--- src/logic/peri_bus_pkg.sv ---
// APB request and response structs for the peripheral group
// Slot enum taken from the upper address bits
// Address-map constants, bus widths and interrupt vector bit positions

package peri_bus_pkg;

	localparam int ADDR_W = 32;
	localparam int DATA_W = 32;

	// Slot index lives in address bits 15 to 12
	localparam int SLOT_W = 4;
	localparam int SLOT_LSB = 12;
	localparam int NUM_SLOT = 3;

	// Lock query mask in address bits 9 to 2
	localparam int LOCK_MASK_LSB = 2;
	localparam int LOCK_MASK_W = 8;

	localparam int IRQ_W = 32;
	localparam int IRQ_BIT_TIMER = 7;
	localparam int IRQ_BIT_EXT = 11;

	typedef struct packed {
		logic sel;
		logic enable;
		logic [ADDR_W-1:0] addr;
		logic write;
		logic [DATA_W-1:0] wdata;
	} apb_req_t;

	typedef struct packed {
		logic [DATA_W-1:0] rdata;
		logic ready;
		logic slverr;
	} apb_rsp_t;

	// Values 3 to 15 are unmapped
	typedef enum logic [SLOT_W-1:0] {
		SLOT_TIMER = 4'd0,
		SLOT_LOCK = 4'd1,
		SLOT_EXT = 4'd2
	} peri_slot_t;

endpackage

--- src/logic/peri_timer_pkg.sv ---
// Timer FSM state and command opcode enums
// Timer register offsets selected by address bits 3 to 2

package peri_timer_pkg;

	localparam int REG_SEL_LSB = 2;
	localparam int REG_SEL_W = 2;
	localparam int CMD_W = 8;

	typedef enum logic [1:0] {
		TS_IDLE = 2'd0,
		TS_RUN = 2'd1,
		TS_EXPIRED = 2'd2
	} timer_state_t;

	// Any other opcode written to CMD is ignored
	typedef enum logic [CMD_W-1:0] {
		CMD_START = 8'd1,
		CMD_STOP = 8'd2,
		CMD_CLEAR = 8'd3
	} timer_cmd_t;

	localparam logic [REG_SEL_W-1:0] REG_CMD = 2'd0;
	localparam logic [REG_SEL_W-1:0] REG_LIMIT = 2'd1;
	localparam logic [REG_SEL_W-1:0] REG_COUNT = 2'd2;
	localparam logic [REG_SEL_W-1:0] REG_STATUS = 2'd3;

endpackage

--- src/logic/apb_slot_decoder.sv ---
// APB slot decoder
// Fans one transfer out to the mapped slots with per-slot sel
// Merges the selected response and answers unmapped slots with an error

`timescale 1ns/1ps

module apb_slot_decoder import peri_bus_pkg::*;
(
	input apb_req_t req,
	output apb_rsp_t rsp,
	output apb_req_t slot_req [NUM_SLOT],
	input apb_rsp_t slot_rsp [NUM_SLOT]
);

	peri_slot_t slot;
	logic [NUM_SLOT-1:0] hit;

	assign slot = peri_slot_t'(req.addr[SLOT_LSB +: SLOT_W]);

	// ************************************************************
	// Request fan-out
	// ************************************************************

	genvar i;
	generate
		for (i = 0; i < NUM_SLOT; i++)
		begin : g_slot
			assign hit[i] = (slot == peri_slot_t'(i));

			always_comb
			begin
				slot_req[i] = req;
				// Only the addressed slot sees sel
				slot_req[i].sel = req.sel && hit[i];
			end
		end
	endgenerate

	// ************************************************************
	// Response merge
	// ************************************************************

	always_comb
	begin
		// Unmapped slot completes at once with an error
		rsp.rdata = '0;
		rsp.ready = 1'b1;
		rsp.slverr = 1'b1;
		for (int k = 0; k < NUM_SLOT; k++)
		begin
			if (hit[k])
				rsp = slot_rsp[k];
		end
	end

	// Master must never raise enable outside a selected transfer
	always_comb
	begin
		if (req.enable)
			assert (req.sel)
			else $error("APB enable high without sel");
	end

endmodule

--- src/logic/core_peri_group.sv ---
// Core-local peripheral group
// APB slot decoder with timer, lock monitor and external cache-control port
// Core interrupt vector built from the timer and PLIC lines

`timescale 1ns/1ps

module core_peri_group import peri_bus_pkg::*;
#(
	parameter int BW_COUNT = 16,
	parameter int NUM_LOCK = 8
)
(
	input logic clk,
	input logic rstnn,
	input apb_req_t req,
	output apb_rsp_t rsp,
	input logic tick_1us,
	input logic plic_interrupt,
	input logic [NUM_LOCK-1:0] lock_status,
	input logic allows_holds,
	output logic [IRQ_W-1:0] core_interrupt_vector,
	output apb_req_t ext_req,
	input apb_rsp_t ext_rsp
);

	apb_req_t slot_req [NUM_SLOT];
	apb_rsp_t slot_rsp [NUM_SLOT];

	logic [BW_COUNT-1:0] count;
	logic [BW_COUNT-1:0] limit;
	logic expire;
	logic run;
	logic clear_count;
	logic timer_irq;

	apb_slot_decoder i_decoder
	(
		.req(req),
		.rsp(rsp),
		.slot_req(slot_req),
		.slot_rsp(slot_rsp)
	);

	// ************************************************************
	// Slot 0 timer
	// ************************************************************

	timer_ctrl #(.BW_COUNT(BW_COUNT)) i_timer_ctrl
	(
		.clk(clk),
		.rstnn(rstnn),
		.req(slot_req[int'(SLOT_TIMER)]),
		.rsp(slot_rsp[int'(SLOT_TIMER)]),
		.count(count),
		.expire(expire),
		.run(run),
		.clear_count(clear_count),
		.limit(limit),
		.timer_irq(timer_irq)
	);

	tick_counter #(.BW_COUNT(BW_COUNT)) i_tick_counter
	(
		.clk(clk),
		.rstnn(rstnn),
		.tick_1us(tick_1us),
		.run(run),
		.clear_count(clear_count),
		.limit(limit),
		.count(count),
		.expire(expire)
	);

	// Slot 1 lock monitor
	lock_monitor #(.NUM_LOCK(NUM_LOCK)) i_lock_monitor
	(
		.clk(clk),
		.rstnn(rstnn),
		.req(slot_req[int'(SLOT_LOCK)]),
		.rsp(slot_rsp[int'(SLOT_LOCK)]),
		.lock_status(lock_status),
		.allows_holds(allows_holds)
	);

	// Slot 2 leaves the group unchanged
	assign ext_req = slot_req[int'(SLOT_EXT)];
	assign slot_rsp[int'(SLOT_EXT)] = ext_rsp;

	always_comb
	begin
		core_interrupt_vector = '0;
		core_interrupt_vector[IRQ_BIT_TIMER] = timer_irq;
		core_interrupt_vector[IRQ_BIT_EXT] = plic_interrupt;
	end

endmodule

--- src/logic/lock_monitor.sv ---
// Hardware lock monitor
// Two-flop synchronizer on the lock status bus
// Busy query against the address mask, with optional bus hold

`timescale 1ns/1ps

module lock_monitor import peri_bus_pkg::*;
#(
	parameter int NUM_LOCK = 8
)
(
	input logic clk,
	input logic rstnn,
	input apb_req_t req,
	output apb_rsp_t rsp,
	input logic [NUM_LOCK-1:0] lock_status,
	input logic allows_holds
);

	logic [NUM_LOCK-1:0] status_meta;
	logic [NUM_LOCK-1:0] status_sync;
	logic [LOCK_MASK_W-1:0] mask_field;
	logic [NUM_LOCK-1:0] mask;
	logic busy;

	// ************************************************************
	// Synchronizer
	// ************************************************************

	always_ff @(posedge clk or negedge rstnn)
	begin
		if (!rstnn)
		begin
			status_meta <= '0;
			status_sync <= '0;
		end
		else
		begin
			status_meta <= lock_status;
			status_sync <= status_meta;
		end
	end

	// ************************************************************
	// Busy query
	// ************************************************************

	assign mask_field = req.addr[LOCK_MASK_LSB +: LOCK_MASK_W];
	assign mask = mask_field[NUM_LOCK-1:0];
	assign busy = |(mask & status_sync);

	always_comb
	begin
		rsp.rdata = DATA_W'(busy);
		// Hold the core until the lock frees
		rsp.ready = allows_holds ? !busy : 1'b1;
		rsp.slverr = 1'b0;
	end

	// A held transfer keeps its address and stays selected
	a_hold_stable: assert property (@(posedge clk) disable iff (!rstnn)
		(req.sel && req.enable && !rsp.ready) |=> (req.sel && $stable(req.addr)))
		else $error("request changed while the lock slot held the bus");

endmodule

--- src/logic/tick_counter.sv ---
// Microsecond tick counter
// Counts tick pulses while running and stops at the programmed limit
// One-cycle expire pulse once the count sits at a nonzero limit

`timescale 1ns/1ps

module tick_counter
#(
	parameter int BW_COUNT = 16
)
(
	input logic clk,
	input logic rstnn,
	input logic tick_1us,
	input logic run,
	input logic clear_count,
	input logic [BW_COUNT-1:0] limit,
	output logic [BW_COUNT-1:0] count,
	output logic expire
);

	logic at_limit;

	// A zero limit never expires
	assign at_limit = (limit != '0) && (count == limit);

	always_ff @(posedge clk or negedge rstnn)
	begin
		if (!rstnn)
		begin
			count <= '0;
			expire <= 1'b0;
		end
		else if (clear_count)
		begin
			count <= '0;
			expire <= 1'b0;
		end
		else
		begin
			if (run && tick_1us && (count < limit))
				count <= count + 1'b1;
			// Pulse once, the cycle after the limit is reached
			expire <= run && at_limit && !expire;
		end
	end

	a_count_le_limit: assert property (@(posedge clk) disable iff (!rstnn)
		run |-> (count <= limit))
		else $error("tick count beyond limit while running");

endmodule

--- src/logic/timer_ctrl.sv ---
// Microsecond timer control
// CMD and LIMIT registers, STATUS and COUNT readback
// FSM over idle, run and expired that drives the interrupt level

`timescale 1ns/1ps

module timer_ctrl import peri_bus_pkg::*, peri_timer_pkg::*;
#(
	parameter int BW_COUNT = 16
)
(
	input logic clk,
	input logic rstnn,
	input apb_req_t req,
	output apb_rsp_t rsp,
	input logic [BW_COUNT-1:0] count,
	input logic expire,
	output logic run,
	output logic clear_count,
	output logic [BW_COUNT-1:0] limit,
	output logic timer_irq
);

	logic [REG_SEL_W-1:0] reg_sel;
	logic wr_en;
	logic cmd_wr;
	timer_cmd_t cmd;
	timer_state_t state;
	timer_state_t state_next;
	logic irq_next;

	assign reg_sel = req.addr[REG_SEL_LSB +: REG_SEL_W];
	// Ready is always high, so every access cycle completes
	assign wr_en = req.sel && req.enable && req.write;
	assign cmd_wr = wr_en && (reg_sel == REG_CMD);
	assign cmd = timer_cmd_t'(req.wdata[CMD_W-1:0]);

	// ************************************************************
	// FSM
	// ************************************************************

	always_comb
	begin
		state_next = state;
		irq_next = timer_irq;
		clear_count = 1'b0;

		if (expire && (state == TS_RUN))
		begin
			state_next = TS_EXPIRED;
			irq_next = 1'b1;
		end

		// A command written in the same cycle wins over expiry
		if (cmd_wr)
		begin
			case (cmd)
				CMD_START:
				begin
					state_next = TS_RUN;
					irq_next = 1'b0;
					clear_count = 1'b1;
				end
				CMD_STOP:
				begin
					state_next = TS_IDLE;
					irq_next = 1'b0;
				end
				CMD_CLEAR:
				begin
					state_next = TS_IDLE;
					irq_next = 1'b0;
					clear_count = 1'b1;
				end
				default:
				begin
					// Unknown opcodes leave the FSM alone
				end
			endcase
		end
	end

	always_ff @(posedge clk or negedge rstnn)
	begin
		if (!rstnn)
		begin
			state <= TS_IDLE;
			timer_irq <= 1'b0;
			limit <= '0;
		end
		else
		begin
			state <= state_next;
			timer_irq <= irq_next;
			if (wr_en && (reg_sel == REG_LIMIT))
				limit <= req.wdata[BW_COUNT-1:0];
		end
	end

	assign run = (state == TS_RUN);

	// ************************************************************
	// Register readback
	// ************************************************************

	always_comb
	begin
		case (reg_sel)
			REG_LIMIT: rsp.rdata = DATA_W'(limit);
			REG_COUNT: rsp.rdata = DATA_W'(count);
			REG_STATUS: rsp.rdata = DATA_W'(state);
			// CMD is write only
			default: rsp.rdata = '0;
		endcase
		rsp.ready = 1'b1;
		rsp.slverr = 1'b0;
	end

	a_irq_only_expired: assert property (@(posedge clk) disable iff (!rstnn)
		timer_irq |-> (state == TS_EXPIRED))
		else $error("timer_irq high outside TS_EXPIRED");

endmodule

--- config.mk ---
export PLATFORM = sky130hd
export DESIGN_NAME = core_peri_group
export DESIGN_NICKNAME = d
export VERILOG_FILES = /design/src/logic/peri_bus_pkg.sv /design/src/logic/peri_timer_pkg.sv /design/src/logic/apb_slot_decoder.sv /design/src/logic/core_peri_group.sv /design/src/logic/lock_monitor.sv /design/src/logic/tick_counter.sv /design/src/logic/timer_ctrl.sv
export SDC_FILE = /design/constraint.sdc
export NUM_CORES = 1
export LEC_CHECK = 0
export BUFFER_PORTS_ARGS = -buffer_cell sky130_fd_sc_hd__buf_4
export CAP_MARGIN = 20
export CORE_AREA = 2 2 96 98
export DETAILED_ROUTE_END_ITERATION = 16
export DIE_AREA = 0 0 98 100
export PLACE_DENSITY = 0.81
export SYNTH_ARGS = -nofsm -noshare
export SYNTH_HDL_FRONTEND = slang
export SYNTH_SLANG_ARGS = --single-unit
--- constraint.sdc ---
create_clock -name clk -period 3.2 [get_ports clk]
set_input_delay 0.96 -clock clk [delete_from_list [all_inputs] [get_ports clk]]
set_output_delay 0.96 -clock clk [all_outputs]
set_load 0.02 [all_outputs]
=== Yosys cells after proc, flatten, opt, wreduce, memory -nomap -nowiden ===
Cells that the tools add are included.

* Register bits: 52
* Bits of input ports: 114
* Output and inout port bits: 133
* Word-level logic and storage cells: 58

* Add/subtract/negate cells: 1
* Magnitude comparators: 1
* Equal/unequal tests: 10
* Muxes and demuxes: 16
* Bitwise operators: 1
* Reductions and logical operators: 22

{| class="wikitable"
|+ Operators with widths
! kind !! count
|-
| 34-bit 2-to-1 mux || 3
|-
| 16-bit one-hot mux with 3 select lines || 1
|-
| 16-bit 2-to-1 mux || 2
|-
| 16-bit by 1-bit adder with 16-bit output, second input constant || 1
|-
| 16-bit == test || 1
|-
| 8-bit by 2-bit == test with 1-bit output, second input constant || 2
|-
| 16-bit < comparator || 1
|-
| 16-bit nonzero test || 1
|-
| 1-bit logical AND || 12
|-
| 8-bit bitwise AND || 1
|-
| 8-bit by 1-bit == test with 1-bit output, second input constant || 1
|-
| 8-bit OR reduction || 1
|-
| 1-bit 2-to-1 mux || 7
|-
| 2-bit by 1-bit == test with 1-bit output, second input constant || 2
|-
| 2-bit == test, second input constant || 2
|-
| 4-bit by 1-bit == test with 1-bit output, second input constant || 1
|-
| 4-bit by 2-bit == test with 1-bit output, second input constant || 1
|-
| 4-bit logical NOT || 1
|-
| 2-bit 2-to-1 mux || 2
|-
| 2-bit one-hot mux with 2 select lines || 1
|-
| 2-bit OR reduction || 2
|-
| 3-bit OR reduction || 1
|-
| 1-bit logical NOT || 2
|-
| 2-bit logical NOT || 1
|-
| 2-bit nonzero test || 1
|}

=== Logic depth before layout (Yosys ltp) ===
Gate-level depths: netlist of the first run.

* Depth in word-level cells: 7
* Gate-level depth with buffers: 10
* Depth with buffers taken out: 8

=== Cells and area by module ===
Synthesis of the first run repeated with hierarchy kept, for this count alone.

* Cells, all modules: 675
* Area total of the unflattened synthesis: 5924.4 um^2

{| class="wikitable"
|+ Modules (own cells, without submodules)
! module !! instances !! cells an instance !! area an instance (um^2) !! seq. area each (um^2)
|-
| apb_slot_decoder || 1 || 322 || 2414.8 || 0.0
|-
| tick_counter || 1 || 166 || 1398.8 || 425.4
|-
| timer_ctrl || 1 || 97 || 1164.9 || 475.5
|-
| lock_monitor || 1 || 57 || 701.9 || 400.4
|-
| core_peri_group || 1 || 33 || 244.0 || 0.0
|}

=== Least setup slack after synthesis of the first run ===
Ideal clock, no wire load.

* Kind: input port to output port
* Start: input req[45] in the netlist's numbering
* End: output rsp[10] in the netlist's numbering
* Arrival time: 2.189 ns
* Required time: 2.240 ns
* Slack: 0.051 ns
* Stages: 6
* Buffers on the path: 2
* Cells stage by stage: nor3_4 -> and2_1 -> clkbuf_1 -> clkbuf_1 -> nand2_1 -> o21ai_0

{| class="wikitable"
|+ RTL lines
! what !! RTL line !! RTL
|-
| from (decl) || core_peri_group.sv:15 || <nowiki>input apb_req_t req,</nowiki>
|-
| to (decl) || core_peri_group.sv:16 || <nowiki>output apb_rsp_t rsp,</nowiki>
|}

==> flow_summary.json, run 1 <==
{
  "pwr-share-seq_pct": 50.5,
  "synth_fa_ha_area_share_pct": 5.75,
  "synthToLayoutAreaGrowth_pct": 18.7,
  "placedCellCount": 608,
  "slew_headroom_pct": 48.5,
  "fp.coreArea_sq_um": 8890,
  "diodes": 0,
  "max_cap_violations": 0,
  "synthMuxAreaShare_pct": 1.18,
  "postLayoutCoreUtil_pct": 49.4,
  "routed_via_density": 5.48,
  "synth_edf_count": 0,
  "portBuffers": 142,
  "synth_cell_types": 39,
  "hold_viol_final": 0,
  "p_leak_nw": 2.24,
  "place_congestion": 0.930,
  "holdCritPathClass": "reg -> reg",
  "finalCritPeriodShare_pct": 98.6,
  "rsz0062_at_grt": "false",
  "die_y_um": 100,
  "comb_power_share_pct": 22.3,
  "dieWidth_um": 98,
  "remaining_drc_errors": 0,
  "outcome": "finished, final reports clean",
  "cts_made_buffers": 5,
  "multi_input_area_sq_um": 1620,
  "drt_wl_total_um": 11100,
  "grt_pass1_vias": 3058,
  "grt-busiest-layer": "met2",
  "worst_r2r_path_depth": 7,
  "rows": 35,
  "ys.flop_type": "dfrtp_1",
  "r2r_slack_ns": 0.55,
  "syn_avg_cell_area_sq_um": 8.55,
  "grt_overflow": 0,
  "synth_xor_xnor_area_share_pct": 0.237,
  "fmax_mhz": 317,
  "drtIter0Drc": 420,
  "final_area_sq_um": 4390,
  "clock_sinks": 52,
  "clockBufferDepth": 2,
  "fin_nets": 635,
  "grtUsageMet2_pct": 36.3,
  "fillCellCount": 841,
  "regArea_sq_um": 1300,
  "insertion_delay_ns": 0.31,
  "clkTransAtPathRegs_ns": 0.09,
  "endpoint": "rsp[2]",
  "antenna_found_initial": 0,
  "ios": 247,
  "grtUsageMet1_pct": 28.7,
  "p_total_mw": 1.39,
  "dieArea_sq_um": 9800,
  "final_cells": 616,
  "synth.area.top_cells": "dfrtp_1 35%, buf_4 20%, o21ai_0 6.4%",
  "cp_max_fo": 8,
  "fin_tns_setup_ns": 0,
  "postCtsHoldBufs": 0,
  "async_flop_share_pct": 100,
  "synthSimpleGateAreaFrac_pct": 17.4,
  "yosysWarnings": 0,
  "yosysSeqAreaShare_pct": 35.1,
  "p_int_mw": 0.973,
  "p_sw_share_pct": 30.0,
  "dr.pass1.iters": 5,
  "synth_top_cell_by_area": "dfrtp_1",
  "finalMaxSlewViolations": 0,
  "synth_cells": 433,
  "r2r-start": "i_tick_counter.count[13]",
  "peakVddDrop_mv": 0.130,
  "cts_htree_levels": 2,
  "dpl.hpwl_um": 8870,
  "final_antenna_net_count": 0,
  "synth_top_area_share_pct": 35.1,
  "synth_top_family_by_area": "buffers and inverters",
  "grt_pass1_wl_um": 16700,
  "grt_use_met3_pct": 4.18,
  "cp-end-kind": "primary output",
  "setup.worst_path.class": "in -> out",
  "layout_min_cycle_time_ns": 3.16,
  "r2r-end": "i_tick_counter.count[15]",
  "cp.arrival_ns": 2.20,
  "grt_use_total_pct": 21.7,
  "skew_ns": 0.0143,
  "netlist_area_sq_um": 3700,
  "start_kind": "primary input",
  "synth-compound-area-share_pct": 15.8,
  "num_vias": 3374,
  "startpoint": "req[36]",
  "required_ns": 2.24,
  "power.density_nw_per_um2": 317,
  "cts_root_buf": "clkbuf_8",
  "setup_viol": 0,
  "switchingPower_mw": 0.417,
  "drive_above_1_share_pct": 32.7,
  "start_util_pct": 41.6,
  "p_clk_share_pct": 27.2,
  "wire_per_inst_um": 18.0,
  "worst-slew-pin-transition_ns": 0.773,
  "post_dp_cell_area_sq_um": 4300,
  "synth_seq_cells": 52,
  "grt_max_degree": 53,
  "cts_tree": "built"
}
## cell usage in the layout (no fill, tap or decap), types with 4 or more instances in the layout
cell type	n
buf_4	149
or3_1	12
a21oi_1	19
clkbuf_8	5
nand2_1	42
nor4_1	7
inv_1	22
a22oi_1	20
ha_1	17
nand4_1	6
conb_1	30
dfrtp_1	52
and3_1	21
o21ai_0	45
nor2_1	5
nand3_1	9
and2_1	4
## repair_timing
action,CTS,global route
setup endpoints to repair,0,11
setup buffers,0,0
resized for setup,0,4
## logic make-up (layout without fill, tap and decap cells)
logic type,after synthesis,in the layout
buffers and inverters,138,181
AND/OR/NAND/NOR,120,120
AO/OA/AOI/OAI,100,100
flip-flops,52,52
adder cells (fa/ha/maj),17,17
multiplexers,4,4
other,1,30
XOR/XNOR,1,1
## Yosys cell counts, types with 2 or more instances
cell type,number
nor2_1,5
and3_1,21
dfrtp_1,52
nand4_1,6
or4_1,3
mux2_2,3
o211ai_1,2
nor4_1,7
buf_4,100
nor3_1,2
ha_1,17
buf_2,5
nand2_1,42
or3_1,12
a22oi_1,21
inv_1,22
nand3_1,9
nor2b_1,3
o31ai_1,3
clkbuf_1,11
o21a_1,2
a21oi_1,19
and2_1,4
o21ai_0,47
## registers in the layout (all words and copies together) (netlist names)
name	flops
i_timer_ctrl.limit	16
i_lock_monitor.status_meta	8
i_tick_counter.count	16
i_timer_ctrl.timer_irq	1
i_tick_counter.expire	1
i_lock_monitor.status_sync	8
i_timer_ctrl.state	2
## stage by stage
| stage | setup slack (ns) | hold WS [ns] |
|---|---|---|
| detailed placement | 0.0378 | 0.337 |
| floorplan | 0.0509 | 0.331 |
| global placement | 0.0899 | 0.333 |
| global route | 0.00964 | 0.365 |
| CTS | 0.0289 | 0.358 |
| finish | 0.0440 | 0.357 |
## worst min-delay path by stage
stage	start	end	cells past startpoint
after global placement	i_lock_monitor.status_meta[7]	i_lock_monitor.status_sync[7]	0
after floorplan	i_lock_monitor.status_meta[0]	i_lock_monitor.status_sync[0]	0
after detailed placement	i_lock_monitor.status_meta[4]	i_lock_monitor.status_sync[4]	0
after CTS	i_lock_monitor.status_meta[6]	i_lock_monitor.status_sync[6]	0
after global routing	i_lock_monitor.status_meta[5]	i_lock_monitor.status_sync[5]	0
final	i_lock_monitor.status_meta[6]	i_lock_monitor.status_sync[6]	0
## worst max-delay path: stages
cell	delay, ns
buf_4	0.14
mux2_2	0.35
a22oi_1	0.17
o21ai_1	0.10
mux2_2	0.30
buf_4	0.17
## metal layers
| layer | vias up | part of all wire [%] |
|---|---|---|
| li1 | 1516 | - |
| met1 | 1619 | 39 |
| met2 | 205 | 50 |
| met3 | 34 | 8.0 |
| met4 | 0 | 3.3 |
| met5 | - | 0 |
## power by group through the flow
stage / combinational (mW) / clock, mW / sequential (mW)
after floorplan: 0.258 / 0 / 0.709
after global placement: 0.301 / 0 / 0.713
after detailed placement: 0.307 / 0 / 0.715
after CTS: 0.308 / 0.388 / 0.702
after global routing: 0.334 / 0.414 / 0.706
final: 0.310 / 0.378 / 0.703
## layout make-up
class | count | area share (%)
multi-input cells | 272 | 36.9
clock buffers | 6 | 1.65
inverters | 22 | 1.88
clock inverters | 2 | 0.370
well taps | 111 | 3.16
flip-flops and latches | 52 | 29.6
repair buffers | 151 | 26.4
Power figures use the tool's default switching activity.
==> run 2: changes to the inputs <==
==> constraint.sdc (replaced) <==
create_clock -name clk -period 3.05 [get_ports clk]
set_input_delay 0.915 -clock clk [delete_from_list [all_inputs] [get_ports clk]]
set_output_delay 0.915 -clock clk [all_outputs]
set_load 0.02 [all_outputs]
==> flow_summary.json, run 2 (synthesis gave the netlist of run 1 again) <==
{
  "mostFrequentLayoutCells": "148 x buf_4, 52 x dfrtp_1, 42 x nand2_1",
  "portBuffers": 142,
  "holdCritPathClass": "reg -> reg",
  "drive_above_1_share_pct": 33.5,
  "grt_pass1_vias": 3054,
  "routed_via_density": 5.40,
  "cp.arrival_ns": 2.07,
  "skew_ns": 0.0159,
  "slew_headroom_pct": 46.5,
  "post_dp_cell_area_sq_um": 4310,
  "fin_tns_setup_ns": 0,
  "clockBufferDepth": 2,
  "setup.worst_path.class": "in -> out",
  "die_y_um": 100,
  "drt_wl_total_um": 11400,
  "dieArea_sq_um": 9800,
  "crit_buf_inv": 2,
  "fin_nets": 635,
  "drtIter0Drc": 392,
  "r2r-start": "i_tick_counter.count[11]",
  "fmax_mhz": 335,
  "holdPathStages": 0,
  "worst-slew-pin-transition_ns": 0.803,
  "cp-end-kind": "primary output",
  "crit_path_top_delay_cell": "mux2_2",
  "layout_min_cycle_time_ns": 2.99,
  "postLayoutCoreUtil_pct": 49.8,
  "hold_viol_final": 0,
  "clkTransAtPathRegs_ns": 0.10,
  "cts_tree": "built",
  "required_ns": 2.13,
  "fillCellCount": 821,
  "outcome": "finished, final reports clean",
  "final_cells": 616,
  "layout_commonest_cell": "buf_4",
  "final_antenna_net_count": 0,
  "rows": 35,
  "post_cts_buffers": 0,
  "hold_start": "i_lock_monitor.status_meta[6]",
  "finalMaxSlewViolations": 0,
  "start_util_pct": 41.6,
  "cts_root_buf": "clkbuf_8",
  "setup_viol": 0,
  "dieWidth_um": 98,
  "fp.coreArea_sq_um": 8890,
  "synthToLayoutAreaGrowth_pct": 19.5,
  "postCtsHoldBufs": 0,
  "grt_max_degree": 53,
  "cp_max_fo": 8,
  "start_kind": "primary input",
  "final_area_sq_um": 4420,
  "p_leak_nw": 2.25,
  "max_cap_violations": 0,
  "diodes": 0,
  "finalWorstSetupSlack_ns": 0.0615,
  "finalCritPeriodShare_pct": 98.0,
  "p_total_mw": 1.49,
  "remaining_drc_errors": 0,
  "peakVddDrop_mv": 0.151,
  "r2r_slack_ns": 0.28,
  "grt_use_total_pct": 22.3,
  "dpl.hpwl_um": 9060,
  "cts_made_buffers": 5,
  "cts_htree_levels": 2,
  "place_ws_ns": -0.00845,
  "r2r-end": "i_tick_counter.count[7]",
  "grt_pass1_wl_um": 17200,
  "power.density_nw_per_um2": 337,
  "regArea_sq_um": 1300,
  "rsz0062_at_grt": "false",
  "dr.pass1.iters": 5,
  "ios": 247,
  "slowest_delay_ns": 0.35,
  "antenna_found_initial": 0,
  "crit_family": "multiplexers",
  "fin_hold_ws_ns": 0.357,
  "insertion_delay_ns": 0.33,
  "placedCellCount": 608,
  "num_vias": 3329,
  "grt_overflow": 0,
  "worst_r2r_path_depth": 7,
  "multi_input_area_sq_um": 1640,
  "place_congestion": 0.906,
  "wire_per_inst_um": 18.5,
  "clock_sinks": 52,
  "path_cells": "buf_4 > mux2_2 > a22oi_2 > o21ai_1 > mux2_2 > buf_4",
  "reg.largest.list": "i_tick_counter.count (16), i_timer_ctrl.limit (16)",
  "holdPathEnd": "i_lock_monitor.status_sync[6]"
}
## run 2: cell count changes in the layout (fill, tap and decap cells not counted), moves of 2 or more
cell,change
o21ai_0,-9
o21ai_1,+9
inv_6,+2
a22oi_2,+2
a22oi_1,-2
## run 2: worst reg2reg max path, stage by stage, from the launching register on
cell      delay (ns)
dfrtp_1         0.46
ha_1            0.36
nand4_1         0.18
nor4_1          0.39
a21boi_1        0.26
a211o_1         0.67
o21ai_0         0.21
a21oi_1         0.18
## run 2: per-layer routing
layer  global-route usage (%)  vias to the layer above  share of wire [%]
li1                         -                     1516                  -
met1                     28.9                     1573                 39
met2                     37.0                      211                 50
met3                     5.01                       29                8.2
met4                     7.69                        0                2.7
met5                        0                        -                  0
## run 2: where the power goes
group,internal (mW),switching [mW]
logic,0.144,0.187
clock network,0.168,0.255
registers,0.717,0.0210
## run 2: area by class of cell
class / instances / share of cell area [%]
Multi-Input combinational cell: 272 / 37.0
Sequential cell: 52 / 29.4
Timing Repair Buffer: 151 / 26.5
Tap cell: 111 / 3.14
Inverter: 22 / 1.87
Clock buffer: 5 / 1.56
Clock inverter: 3 / 0.566
## run 2: how the worst max path moves through the flow
stage               startpoint      end  cells after the start
global route           req[35]   rsp[2]                      7
detailed placement     req[45]  rsp[15]                      6
global placement       req[45]  rsp[17]                      6
finish                 req[36]   rsp[2]                      6
CTS                    req[36]   rsp[2]                      6
floorplan              req[45]  rsp[10]                      6
## run 2: timing repair
action / in CTS / in global routing
cloned: 0 / 0
gates resized for setup: 1 / 5
setup endpoints to repair: 1 / 1
==> run 3: changes to the inputs <==
--- a/config.mk
+++ b/config.mk
@@ -5,11 +5,12 @@
 export SDC_FILE = /design/constraint.sdc
 export NUM_CORES = 1
 export LEC_CHECK = 0
+export ABC_AREA = 1
 export BUFFER_PORTS_ARGS = -buffer_cell sky130_fd_sc_hd__buf_4
 export CAP_MARGIN = 20
-export CORE_AREA = 2 2 96 98
+export CORE_ASPECT_RATIO = 1.5
+export CORE_UTILIZATION = 44
 export DETAILED_ROUTE_END_ITERATION = 16
-export DIE_AREA = 0 0 98 100
 export PLACE_DENSITY = 0.81
 export SYNTH_ARGS = -nofsm -noshare
 export SYNTH_HDL_FRONTEND = slang
==> flow_summary.json, run 3 <==
{
  "switchingPower_mw": 0.453,
  "rsz0062_at_grt": "false",
  "p_leak_nw": 2.68,
  "ios": 247,
  "finalCritPeriodShare_pct": 97.7,
  "netlist_area_sq_um": 4070,
  "outcome": "finished, final reports clean",
  "diodes": 0,
  "layout_commonest_cell": "buf_4",
  "yosysWarnings": 0,
  "crit_path_top_delay_cell": "o21ai_1",
  "dieArea_sq_um": 9650,
  "drtIter0Drc": 241,
  "cts_root_buf": "clkbuf_16",
  "place_ws_ns": -0.0861,
  "worst-slew-pin-transition_ns": 0.679,
  "start_kind": "primary input",
  "slowest_delay_ns": 0.23,
  "synthTopCellsByCount": "100 x buf_4, 86 x nand2_1, 69 x nor2_1, 68 x inv_1, 52 x dfrtp_1",
  "hold_start": "i_lock_monitor.status_meta[4]",
  "slew_headroom_pct": 54.7,
  "finalWorstSetupSlack_ns": 0.0694,
  "comb_power_share_pct": 19.1,
  "dieWidth_um": 80.5,
  "final_area_sq_um": 4820,
  "crit_family": "buffers and inverters",
  "r2r-start": "i_timer_ctrl.limit[11]",
  "synth_most_common_cell": "buf_4",
  "r2r_slack_ns": 0.86,
  "peakVddDrop_mv": 0.282,
  "fin_tns_setup_ns": 0,
  "grt_pass1_vias": 3638,
  "skew_ns": 0.00594,
  "clock_sinks": 52,
  "path_cells": "buf_4 > inv_1 > nor2_1 > inv_2 > o21ai_1 > a22o_1 > buf_4",
  "setup_viol": 0,
  "synth_seq_cells": 52,
  "remaining_drc_errors": 0,
  "required_ns": 2.13,
  "holdPathStages": 0,
  "synth_cell_types": 36,
  "post_dp_cell_area_sq_um": 4650,
  "yosysSeqAreaShare_pct": 32.0,
  "crit_top_cell": "buf_4",
  "fillCellCount": 853,
  "synth_top_cell_by_area": "dfrtp_1",
  "cts_tree": "built",
  "async_flop_share_pct": 100,
  "syn_avg_cell_area_sq_um": 7.50,
  "layout_min_cycle_time_ns": 2.98,
  "fin_nets": 751,
  "setup.worst_path.class": "in -> out",
  "ys.flop_type": "dfrtp_1",
  "post_cts_buffers": 0,
  "crit_buf_inv": 4,
  "synth_cells": 543,
  "holdPathEnd": "i_lock_monitor.status_sync[4]",
  "start_util_pct": 45.8,
  "cp-end-kind": "primary output",
  "pwr-share-seq_pct": 42.9,
  "grt_overflow": 0,
  "num_vias": 3694,
  "power.density_nw_per_um2": 349,
  "place_congestion": 0.914,
  "final_antenna_net_count": 0,
  "dpl.hpwl_um": 10900,
  "clockBufferDepth": 2,
  "synth_top_area_share_pct": 32.0,
  "synthToLayoutAreaGrowth_pct": 18.4,
  "max_cap_violations": 0,
  "worst_r2r_path_depth": 9,
  "fmax_mhz": 336,
  "fp.coreArea_sq_um": 8880,
  "drive_above_1_share_pct": 28.0,
  "cp.arrival_ns": 2.07,
  "grt_pass1_wl_um": 19300,
  "synth.area.top_cells": "dfrtp_1 32%, buf_4 18%, nand2_1 7.9%",
  "drt_wl_total_um": 13100,
  "holdCritPathClass": "reg -> reg",
  "die_y_um": 120,
  "wire_per_inst_um": 17.9,
  "cts_htree_levels": 2,
  "cp_max_fo": 14,
  "reg.largest.list": "i_tick_counter.count (16), i_timer_ctrl.limit (16)",
  "r2r-end": "i_tick_counter.count[1]",
  "synth_edf_count": 0,
  "insertion_delay_ns": 0.30,
  "p_clk_share_pct": 38.0,
  "postLayoutCoreUtil_pct": 54.3,
  "grt_use_total_pct": 27.7,
  "rows": 42,
  "p_total_mw": 1.68,
  "p_sw_share_pct": 26.9,
  "cts_made_buffers": 5,
  "mostFrequentLayoutCells": "150 x buf_4, 86 x nand2_1, 69 x nor2_1",
  "grt_max_degree": 53,
  "clkTransAtPathRegs_ns": 0.06,
  "hold_viol_final": 0,
  "dr.pass1.iters": 4,
  "routed_via_density": 5.05,
  "finalMaxSlewViolations": 0,
  "antenna_found_initial": 0,
  "p_int_mw": 1.23,
  "portBuffers": 142
}
[run 3: changes by cell type in the layout (fill, tap and decap cells not counted), moves of 8 or more]
cell     before  now
and3_1       21    0
o21ai_0      36   11
nand3_1       9   32
o22ai_1       0    9
o21ai_1      11    3
or3_1        12    0
nor2_1        5   69
inv_1        22   67
a22o_1        0   14
nand2_1      42   86
nor3_1        2   10
xor2_1        0    9
a22oi_1      18    0
[run 3: worst reg2reg max path: cells and delay by family, from the launching register on]
family / cells / cell delay [ns]
AOI/OAI and AO/OA: 2 / 0.38
adders and majority gates: 1 / 0.27
buffers and inverters: 2 / 0.23
DFF: 1 / 0.39
and+or+nand+nor: 4 / 0.84
[run 3: cell families after synthesis]
family                     share of synthesized area [%]
buffers and inverters                               26.2
xor gates and xnor gates                            1.94
adders and majority gates                           5.22
and+or+nand+nor                                     24.3
other                                             0.0921
DFF                                                 32.0
AOI/OAI and AO/OA                                   10.2
[run 3: metal layers]
layer  track usage (%)  share of wire [%]  up-vias
li1                  -                  -     1760
met1              33.0                 36     1704
met2              48.9                 51      216
met3              6.39                 12       14
met4              7.14                1.5        0
met5                 0                  0        -
[run 3: what timing repair did]
action                     CTS  global route
setup endpoints to repair    1            14
gates resized for setup      1             3
hold buffers                 0             0
[run 3: worst max-delay path by stage]
stage / startpoint / cells past startpoint / slack, ns / endpoint
2_1_floorplan: req[36] / 6 / 0.25 / rsp[2]
3_3_place_gp: req[35] / 7 / -0.07 / rsp[4]
3_5_place_dp: req[35] / 7 / -0.09 / rsp[4]
4_1_cts: req[35] / 7 / 0.004 / rsp[4]
5_1_grt: req[35] / 7 / 0.00004 / rsp[4]
6_report: req[35] / 7 / 0.07 / rsp[4]
[run 3: power by group through the flow]
stage | sequential (mW) | combinational, mW | clock, mW
6_report | 0.720 | 0.321 | 0.639
5_1_grt | 0.722 | 0.348 | 0.675
4_1_cts | 0.720 | 0.323 | 0.646
3_5_place_dp | 0.733 | 0.322 | 0
3_3_place_gp | 0.732 | 0.319 | 0
2_1_floorplan | 0.730 | 0.268 | 0
[run 3: cell type report]
cell class	instances	area [sq um]	share of cell area (%)
repair buffers	150	1130	23.4
clock buffers	5	125	2.60
multi-input cells	340	1820	37.7
flip-flops and latches	52	1300	27.0
well taps	110	138	2.86
clock inverters	3	42.5	0.883
inverters	71	269	5.58
[run 3: metrics by stage]
stage          cells  hold WS (ns)
2_1_floorplan    572         0.331
5_1_grt          731         0.362
4_1_cts          731         0.350
6_report         731         0.348
3_3_place_gp     723         0.332
3_5_place_dp     723         0.335
